--- src/fetchPkg.sv ---
`default_nettype none

package fetchPkg;

    localparam int XLEN       = 32;                   // data and address width
    localparam int IMEM_WORDS = 64;                   // program ROM size in words
    localparam int IMEM_AW    = $clog2(IMEM_WORDS);   // word index bits
    localparam int FQ_DEPTH   = 4;                    // default fetch queue depth

    localparam logic [XLEN-1:0] NOP_INSTR = 32'h0000_0013;  // addi x0,x0,0

    // RV32I major opcodes, bits [6:0]
    localparam logic [6:0] OP_REG    = 7'b0110011;    // add, sub, ...
    localparam logic [6:0] OP_IMM    = 7'b0010011;    // addi, slli, ...
    localparam logic [6:0] OP_LOAD   = 7'b0000011;    // lw, lb, ...
    localparam logic [6:0] OP_JALR   = 7'b1100111;
    localparam logic [6:0] OP_STORE  = 7'b0100011;    // sw, sb, ...
    localparam logic [6:0] OP_BRANCH = 7'b1100011;    // beq, blt, ...
    localparam logic [6:0] OP_LUI    = 7'b0110111;
    localparam logic [6:0] OP_AUIPC  = 7'b0010111;
    localparam logic [6:0] OP_JAL    = 7'b1101111;

    // immediate layout of a decoded word
    typedef enum logic [2:0] {
        FMT_R = 3'd0,    // no immediate
        FMT_I = 3'd1,    // imm[11:0] in [31:20]
        FMT_S = 3'd2,    // split over [31:25] and [11:7]
        FMT_B = 3'd3,    // S layout, scrambled, lsb 0
        FMT_U = 3'd4,    // upper 20 bits
        FMT_J = 3'd5     // 21 bit jump offset, lsb 0
    } immFmt_t;

    // one fetched word with its address
    typedef struct packed {
        logic [XLEN-1:0] pc;       // byte address of instr
        logic [XLEN-1:0] instr;    // raw instruction word
    } fetchEntry_t;

endpackage

`default_nettype wire

--- src/fetchLink.sv ---
`timescale 1ns/1ns
`default_nettype none

interface fetchLink;

    import fetchPkg::*;

    logic        req;      // producer has entry on the bus
    logic        ack;      // consumer took it
    logic        flush;    // one cycle pulse, only with req and ack low
    fetchEntry_t entry;    // held while req is high

    modport producer (
        output req,
        output flush,
        output entry,
        input  ack
    );

    modport consumer (
        input  req,
        input  flush,
        input  entry,
        output ack
    );

endinterface

`default_nettype wire

--- src/instrMem.sv ---
`timescale 1ns/1ns
`default_nettype none

module instrMem (
    input  logic [fetchPkg::XLEN-1:0] pc,
    output logic [fetchPkg::XLEN-1:0] instr
);

    import fetchPkg::*;

    logic [XLEN-1:0] rom [IMEM_WORDS];    // one entry per word

    // sum of 1..10, stored to 64(x0), read back and checked against 55
    initial begin
        for (int i = 0; i < IMEM_WORDS; i++) begin
            rom[i] = NOP_INSTR;             // fill the unused tail
        end
        rom[ 0] = 32'h0000_0093;    // 0x00  addi x1, x0, 0      i = 0
        rom[ 1] = 32'h0000_0113;    // 0x04  addi x2, x0, 0      sum = 0
        rom[ 2] = 32'h00A0_0193;    // 0x08  addi x3, x0, 10     limit
        rom[ 3] = 32'h0400_0213;    // 0x0c  addi x4, x0, 64     result address
        // loop
        rom[ 4] = 32'h0030_8A63;    // 0x10  beq  x1, x3, +20    to done
        rom[ 5] = 32'h0010_8093;    // 0x14  addi x1, x1, 1
        rom[ 6] = 32'h0011_0133;    // 0x18  add  x2, x2, x1
        rom[ 7] = 32'h0022_2023;    // 0x1c  sw   x2, 0(x4)
        rom[ 8] = 32'hFF1F_F06F;    // 0x20  jal  x0, -16        back to loop
        // done
        rom[ 9] = 32'h0002_2283;    // 0x24  lw   x5, 0(x4)
        rom[10] = 32'hFC92_8313;    // 0x28  addi x6, x5, -55    zero if sum ok
        rom[11] = 32'h0000_006F;    // 0x2c  jal  x0, 0          park here
    end

    // byte offset bits ignored, address wraps at the ROM size
    assign instr = rom[pc[IMEM_AW+1:2]];

endmodule

`default_nettype wire

--- src/pcGen.sv ---
`timescale 1ns/1ns
`default_nettype none

module pcGen (
    input  logic                      clk,
    input  logic                      rst,
    input  logic                      redirReq,
    input  logic [fetchPkg::XLEN-1:0] redirPc,
    output logic                      redirAck,
    fetchLink.producer                fl
);

    import fetchPkg::*;

    logic [XLEN-1:0] pc;         // address of the word being offered
    logic [XLEN-1:0] instr;      // ROM word at pc
    logic            relWait;    // req dropped, waiting for ack to fall

    instrMem i_instrMem (
        .pc    (pc),
        .instr (instr)
    );

    assign fl.entry = '{pc: pc, instr: instr};   // steady while pc is held

    always_ff @(posedge clk) begin
        if (rst) begin
            pc       <= '0;
            fl.req   <= 1'b0;
            fl.flush <= 1'b0;
            relWait  <= 1'b0;
            redirAck <= 1'b0;
        end else begin
            fl.flush <= 1'b0;                    // pulse lasts one cycle
            if (redirAck && !redirReq) begin
                redirAck <= 1'b0;                // redirect phase 4
            end
            if (fl.req) begin
                if (fl.ack) begin                // queue took the word
                    fl.req  <= 1'b0;
                    relWait <= 1'b1;
                    pc      <= pc + XLEN'(4);
                end
            end else if (relWait) begin
                if (!fl.ack) begin
                    relWait <= 1'b0;             // link idle again
                end
            end else if (redirReq && !redirAck) begin
                // link is idle here, so no transfer gets cut short
                pc       <= redirPc;
                redirAck <= 1'b1;
                fl.flush <= 1'b1;                // drop queued old stream
            end else begin
                fl.req <= 1'b1;                  // offer next word
            end
        end
    end

endmodule

`default_nettype wire

--- src/fetchQueue.sv ---
`timescale 1ns/1ns
`default_nettype none

module fetchQueue #(
    parameter int depth = fetchPkg::FQ_DEPTH
) (
    input  logic       clk,
    input  logic       rst,
    fetchLink.consumer inL,
    fetchLink.producer outL
);

    import fetchPkg::*;

    typedef logic [$clog2(depth)-1:0]   ptr_t;
    typedef logic [$clog2(depth+1)-1:0] cnt_t;

    fetchEntry_t mem [depth];    // entry storage
    ptr_t        wrPtr;          // next free slot
    ptr_t        rdPtr;          // head slot
    cnt_t        count;          // entries held
    logic        full;
    logic        empty;
    logic        push;           // take the incoming entry this cycle
    logic        pop;            // head captured downstream
    logic        doFlush;

    function automatic ptr_t nextPtr(input ptr_t p);
        return (p == ptr_t'(depth - 1)) ? '0 : p + 1'b1;   // wrap at depth
    endfunction

    assign full    = (count == cnt_t'(depth));
    assign empty   = (count == '0);
    assign push    = inL.req && !inL.ack && !full;       // full holds off the ack
    assign pop     = outL.req && outL.ack;
    assign doFlush = inL.flush && !inL.req && !inL.ack;  // input link idle only

    assign outL.entry = mem[rdPtr];    // head stays put while outL.req is high
    assign outL.flush = 1'b0;          // decoder keeps one entry, nothing to clear

    always_ff @(posedge clk) begin
        if (push) begin
            mem[wrPtr] <= inL.entry;
        end
    end

    always_ff @(posedge clk) begin
        if (rst) begin
            wrPtr    <= '0;
            rdPtr    <= '0;
            count    <= '0;
            inL.ack  <= 1'b0;
            outL.req <= 1'b0;
        end else begin
            if (push) begin
                inL.ack <= 1'b1;
            end else if (inL.ack && !inL.req) begin
                inL.ack <= 1'b0;
            end
            if (doFlush) begin
                wrPtr    <= '0;
                rdPtr    <= '0;
                count    <= '0;
                outL.req <= 1'b0;    // an unacked head is withdrawn
            end else begin
                if (push) wrPtr <= nextPtr(wrPtr);
                if (pop)  rdPtr <= nextPtr(rdPtr);
                count <= count + cnt_t'(push) - cnt_t'(pop);
                if (pop) begin
                    outL.req <= 1'b0;
                end else if (!outL.req && !outL.ack && !empty) begin
                    outL.req <= 1'b1;    // offer the head
                end
            end
        end
    end

endmodule

`default_nettype wire

--- src/instrDecoder.sv ---
`timescale 1ns/1ns
`default_nettype none

module instrDecoder (
    input  logic                      clk,
    input  logic                      rst,
    fetchLink.consumer                dl,
    output logic                      outReq,
    input  logic                      outAck,
    output logic [fetchPkg::XLEN-1:0] outPc,
    output logic [fetchPkg::XLEN-1:0] outInstr,
    output fetchPkg::immFmt_t         outFmt,
    output logic [4:0]                outRd,
    output logic [4:0]                outRs1,
    output logic [4:0]                outRs2,
    output logic [fetchPkg::XLEN-1:0] outImm
);

    import fetchPkg::*;

    logic [XLEN-1:0] word;     // incoming raw instruction
    logic [6:0]      opcode;
    immFmt_t         fmt;
    logic [XLEN-1:0] imm;
    logic            idle;     // both handshakes fully closed
    logic            take;     // capture this cycle

    assign word   = dl.entry.instr;
    assign opcode = word[6:0];

    always_comb begin
        case (opcode)
            OP_REG:                    fmt = FMT_R;
            OP_IMM, OP_LOAD, OP_JALR:  fmt = FMT_I;
            OP_STORE:                  fmt = FMT_S;
            OP_BRANCH:                 fmt = FMT_B;
            OP_LUI, OP_AUIPC:          fmt = FMT_U;
            OP_JAL:                    fmt = FMT_J;
            default:                   fmt = FMT_R;    // unknown opcode
        endcase
    end

    always_comb begin
        case (fmt)
            FMT_I:   imm = {{20{word[31]}}, word[31:20]};
            FMT_S:   imm = {{20{word[31]}}, word[31:25], word[11:7]};
            FMT_B:   imm = {{19{word[31]}}, word[31], word[7], word[30:25],
                            word[11:8], 1'b0};
            FMT_U:   imm = {word[31:12], 12'b0};
            FMT_J:   imm = {{11{word[31]}}, word[31], word[19:12], word[20],
                            word[30:21], 1'b0};
            default: imm = '0;                          // R has no immediate
        endcase
    end

    assign idle = !outReq && !outAck && !dl.ack;
    assign take = idle && dl.req;

    always_ff @(posedge clk) begin
        if (rst) begin
            outReq <= 1'b0;
            dl.ack <= 1'b0;
        end else if (take) begin
            dl.ack <= 1'b1;
            outReq <= 1'b1;                  // fields valid from this edge
        end else begin
            if (dl.ack && !dl.req) begin
                dl.ack <= 1'b0;
            end
            if (outReq && outAck) begin
                outReq <= 1'b0;              // next take waits for outAck low
            end
        end
    end

    always_ff @(posedge clk) begin
        if (take) begin
            outPc    <= dl.entry.pc;
            outInstr <= word;
            outFmt   <= fmt;
            outRd    <= word[11:7];
            outRs1   <= word[19:15];
            outRs2   <= word[24:20];
            outImm   <= imm;
        end
    end

endmodule

`default_nettype wire

--- src/fetchDecodeTop.sv ---
`timescale 1ns/1ns
`default_nettype none

module fetchDecodeTop (
    input  logic                      clk,
    input  logic                      rst,
    input  logic                      redirReq,
    input  logic [fetchPkg::XLEN-1:0] redirPc,
    output logic                      redirAck,
    output logic                      outReq,
    input  logic                      outAck,
    output logic [fetchPkg::XLEN-1:0] outPc,
    output logic [fetchPkg::XLEN-1:0] outInstr,
    output fetchPkg::immFmt_t         outFmt,
    output logic [4:0]                outRd,
    output logic [4:0]                outRs1,
    output logic [4:0]                outRs2,
    output logic [fetchPkg::XLEN-1:0] outImm
);

    fetchLink fLink ();    // pc generator to queue
    fetchLink dLink ();    // queue to decoder

    pcGen i_pcGen (
        .clk      (clk),
        .rst      (rst),
        .redirReq (redirReq),
        .redirPc  (redirPc),
        .redirAck (redirAck),
        .fl       (fLink.producer)
    );

    fetchQueue i_fetchQueue (
        .clk  (clk),
        .rst  (rst),
        .inL  (fLink.consumer),
        .outL (dLink.producer)
    );

    instrDecoder i_instrDecoder (
        .clk      (clk),
        .rst      (rst),
        .dl       (dLink.consumer),
        .outReq   (outReq),
        .outAck   (outAck),
        .outPc    (outPc),
        .outInstr (outInstr),
        .outFmt   (outFmt),
        .outRd    (outRd),
        .outRs1   (outRs1),
        .outRs2   (outRs2),
        .outImm   (outImm)
    );

endmodule

`default_nettype wire

--- config.mk ---
export PLATFORM = sky130hd
export DESIGN_NAME = fetchDecodeTop
export DESIGN_NICKNAME = d
export VERILOG_FILES = /design/src/fetchPkg.sv /design/src/fetchLink.sv /design/src/instrMem.sv /design/src/pcGen.sv /design/src/fetchQueue.sv /design/src/instrDecoder.sv /design/src/fetchDecodeTop.sv
export SDC_FILE = /design/constraint.sdc
export NUM_CORES = 1
export LEC_CHECK = 0
export BUFFER_PORTS_ARGS = -buffer_cell sky130_fd_sc_hd__buf_4
export CAP_MARGIN = 15
export CORE_ASPECT_RATIO = 1.5
export CORE_UTILIZATION = 54
export DETAILED_ROUTE_END_ITERATION = 16
export GPL_TIMING_DRIVEN = 1
export PLACE_DENSITY = 0.87
export SYNTH_ARGS = -nofsm -noshare
export SYNTH_HDL_FRONTEND = slang
export SYNTH_HIERARCHICAL = 1
export SYNTH_SLANG_ARGS = --single-unit
--- constraint.sdc ---
create_clock -name clk -period 3.3 [get_ports clk]
set_input_delay 0.66 -clock clk [delete_from_list [all_inputs] [get_ports clk]]
set_output_delay 0.66 -clock clk [all_outputs]
set_load 0.01 [all_outputs]
# == Yosys cells after proc, flatten, opt, wreduce, memory -nomap -nowiden ==
# Memory sizes are Yosys's and may differ from the RTL's. A register that Yosys moved wholly into a read port is not among the register bits.
# Cells that the tools add are included.
# word_totals
mem_count,2
rom_bits,1792
reg_bits,161
latchBits,0
inputBits,36
wordCells,113
ram_bits,256
output_inout_bits,116
# mem_list
name,words,word_bits,rd,rd_ports_with_merged_regs,wr,line_no,rtl
i_pcGen.i_instrMem.rom,64,28,1,1,0,instrMem.sv:11,logic [XLEN-1:0] rom [IMEM_WORDS];
i_fetchQueue.mem,4,64,1,1,1,fetchQueue.sv:18,fetchEntry_t mem [depth];
# op_classes
div_mod_pow,0
add_sub_neg,5
n_reduce_logical,36
bitwise_logic,0
mul,0
shift,0
n_eq_ne,18
n_mux,33
order_cmp,0
# op_table
cell,n
32-bit case mux with 5 select lines,1
32-bit 2-to-1 mux,4
32-bit by 3-bit adder with 32-bit output (second input constant),1
7-bit equality test (second input constant),3
1-bit 2-to-1 mux,21
1-bit logical AND,15
3-bit case mux with 5 select lines,1
7-bit by 5-bit equality test with 1-bit output (second input constant),2
7-bit by 6-bit equality test with 1-bit output (second input constant),2
6-bit 2-to-1 mux,2
1-bit zero test,10
3-bit equality test (second input constant),3
3-bit OR reduction,3
2-bit 2-to-1 mux,4
2-bit nonzero test,4
7-bit by 2-bit equality test with 1-bit output (second input constant),1
3-bit by 2-bit equality test with 1-bit output (second input constant),2
2-bit by 1-bit adder with 2-bit output (second input constant),2
2-bit equality test (second input constant),2
2-bit by 1-bit inequality test with 1-bit output (second input constant),2
2-bit OR reduction,2
3-bit by 1-bit adder with 3-bit output,1
3-bit by 1-bit equality test with 1-bit output (second input constant),1
3-bit zero test,1
other kinds (2),2

# == Logic depth before layout (Yosys ltp) ==
# logic_depth
ltp_word,7
ltp_mapped,11
mapped_depth_nobuf,11

# == By module ==
# Netlist, hierarchy kept.
# modules_own_cells
module,instances,seq_area_each_um2,area_each_um2,cells_each
fetchQueue,1,7907.6,9850.7,396
instrDecoder,1,3012.9,3664.8,194
pcGen,1,720.7,2224.6,291
instrMem,1,0.0,506.7,75

# == Worst setup path after synthesis ==
# Ideal clock, no wire load.
# synth_timing
kind,input-to-reg
startpoint,input port outAck
endpoint,register i_instrDecoder.outFmt[0] (enable)
t_arrival_ns,3.121
path_slack_ns,-0.291
setup_ns,0.469
stages,2
path_cell_list,nor2_1 and3_1
# synth_between
elab_chain_len,4
# synth_rtl
item,line_no,rtl
from (decl),fetchDecodeTop.sv:11,"input logic outAck,"
1-bit zero test,instrDecoder.sv:56,assign idle = !outReq && !outAck && !dl.ack;
1-bit logical AND (2 in series),instrDecoder.sv:56,
1-bit logical AND,instrDecoder.sv:57,assign take = idle && dl.req;
net i_instrDecoder.take,instrDecoder.sv:26,logic take;
to (signal assigned),instrDecoder.sv:80,outFmt <= fmt;
to (decl),instrDecoder.sv:12,"output fetchPkg::immFmt_t outFmt,"
# The timed path passes the listed nets, and every way through them passes these cells.
# A chain may end at the register's enable or synchronous reset.

==> results.ini <==
[setup_path]
crit_type=reg2reg
cp.required_ns=3.68
reg2regPathDepth=5
cp-end-kind=flop
crit_fanout=19
cp-start-kind=flop
crit_arrival_ns=3.02

[die]
row_count=77
die_area_sq_um=30780
die_h_um=214.4
die_x_um=143.6
coreArea_sq_um=29480
start_util=0.5507
pin_count=152

[pwr]
powerDensity_nw_per_um2=603.2
leakagePower_nw=6.601
ir_drop_v=0.0004604
p_total_mw=11.29

[clock_network]
cts_resized=0
cts_buffers=36
cts_buffer_depth=3
post_cts_buffers=0
clock_latency_ns=0.53
cts_sinks=404
cts.htree.levels=2
path_clk_slew_ns=0.07
clock_tree.root_cell=clkbuf_16
hold_buffers=0
cts_tree=built

[synth]
netlist_instances=954
synth_area_per_cell_sq_um=17.02
syn_area_sq_um=16240
yosysWarnings=6

[sta]
post-route-period-util=0.8004
post-route-min-period_ns=2.641
relSlewSlack=0.4045
whs_ns=0.3140
worstMarginPinSlew_ns=0.8933
hold_viol=0
final.setup.tns_ns=0
rsz0062_at_grt=no
maxSlewViolCount=0
fin_ws_ns=0.6586
fmax_mhz=378.6
setup_violations=0
finClkSkew_ns=0.01924

[layout]
n_fill_cell=2011
regArea_sq_um=11650
area_growth_pct=15.29
drive_gt1_frac=0.2828
layout.nets=1150
stdcell_area_sq_um=18720
multi_input_area_sq_um=4009
n_antenna_cell=0

[place]
finalWeightedCongestion=0.8950
dp_hpwl_um=19760
placed_cell_area_sq_um=17580
portBuffers=151
dp_slack_ns=0.6772

[hold_path]
hp-class=in2reg
worstHoldPathCells=2
hp-start=outAck

[route]
via_per_inst=5.825
wl_um=31160
antenna_left=0
wl_per_cell_um=20.55
via_count=8831
drc=0
drt_iter0_drc=671
firstDrtPassIters=5

[grt]
antenna_found_initial=0
grt_pass1_wl_um=48470
grt_overflow=0
grt_pass1_vias=8810
grt_max_degree=65
grt_usage=0.2088

[status]
outcome=completed

[job]
max_cap_violations=0

## stage by stage
step           cells  utilization
2_1_floorplan    956            -
3_3_place_gp    1455       0.5963
3_5_place_dp    1455       0.5963
4_1_cts         1516       0.6349
5_1_grt         1516       0.6349
6_report        1516       0.6349
## final timing paths
| check | to | slack (ns) |
|---|---|---|
| worst min register to register | i_fetchQueue/wrPtr[1]$_SDFFE_PP0P_ | 0.52 |
| worst max-delay path | i_instrDecoder/outImm[22]$_DFFE_PP_ | 0.66 |
| worst max register to register | i_instrDecoder/outImm[22]$_DFFE_PP_ | 0.66 |
| worst min-delay path | i_instrDecoder/outReq$_SDFFE_PP0P_ | 0.31 |
## area by class of cell
class | instances | share of cell area
Timing Repair Buffer | 171 | 0.07192
Sequential cell | 404 | 0.6223
Tap cell | 395 | 0.02640
Multi-Input combinational cell | 463 | 0.2142
Inverter | 22 | 0.004412
Clock inverter | 17 | 0.009425
Clock buffer | 44 | 0.05140
## where the power goes
group | internal [mW] | switching, mW
Combinational | 0.444 | 0.621
Clock | 2.32 | 1.76
Sequential | 5.97 | 0.180
## layout by cell type (no fill, tap or decap), drive strengths merged, types with 7 or more instances in the layout
cell    instances
and2            7
ha             15
o21ai          25
buf           171
nand3          14
nor2b          10
a21o           23
nor2           45
a21oi          32
inv            24
edfxtp        355
and3           13
clkinv         11
o22ai           7
dfxtp          49
mux2i          16
mux4           64
nor3b          11
nand2          69
clkbuf         44
nand4          15
nor3           13
## sequential cells by signal, summed over array words and instances (netlist names), named ones only
name                     flops
i_instrDecoder/outInstr     32
i_pcGen/relWait              1
i_fetchQueue/count           3
i_pcGen/redirAck             1
i_instrDecoder/outReq        1
i_fetchQueue/wrPtr           2
i_fetchQueue/mem           256
i_fetchQueue/outL.req        1
i_instrDecoder/outImm       32
i_pcGen/pc                  32
i_instrDecoder/dl.ack        1
i_instrDecoder/outPc        32
i_pcGen/fl.flush             1
i_instrDecoder/outFmt        3
i_fetchQueue/rdPtr           2
i_fetchQueue/inL.ack         1
i_pcGen/fl.req               1
## layer usage
metal | global-route usage | vias up | wire, um
li1 | - | 3994 | -
met1 | 0.2476 | 4423 | 11380
met2 | 0.3825 | 359 | 17200
met3 | 0.02702 | 55 | 1781
met4 | 0.07482 | 0 | 796
met5 | 0 | - | 0
## critical path, cell delays in order (launching register included)
cell     delay [ns]
dfxtp_4        0.58
mux4_2         0.62
and4b_1        0.36
a22oi_2        0.12
nor3b_2        0.65
a21o_1         0.16
Note: power is estimated with default switching activity, not from simulation.
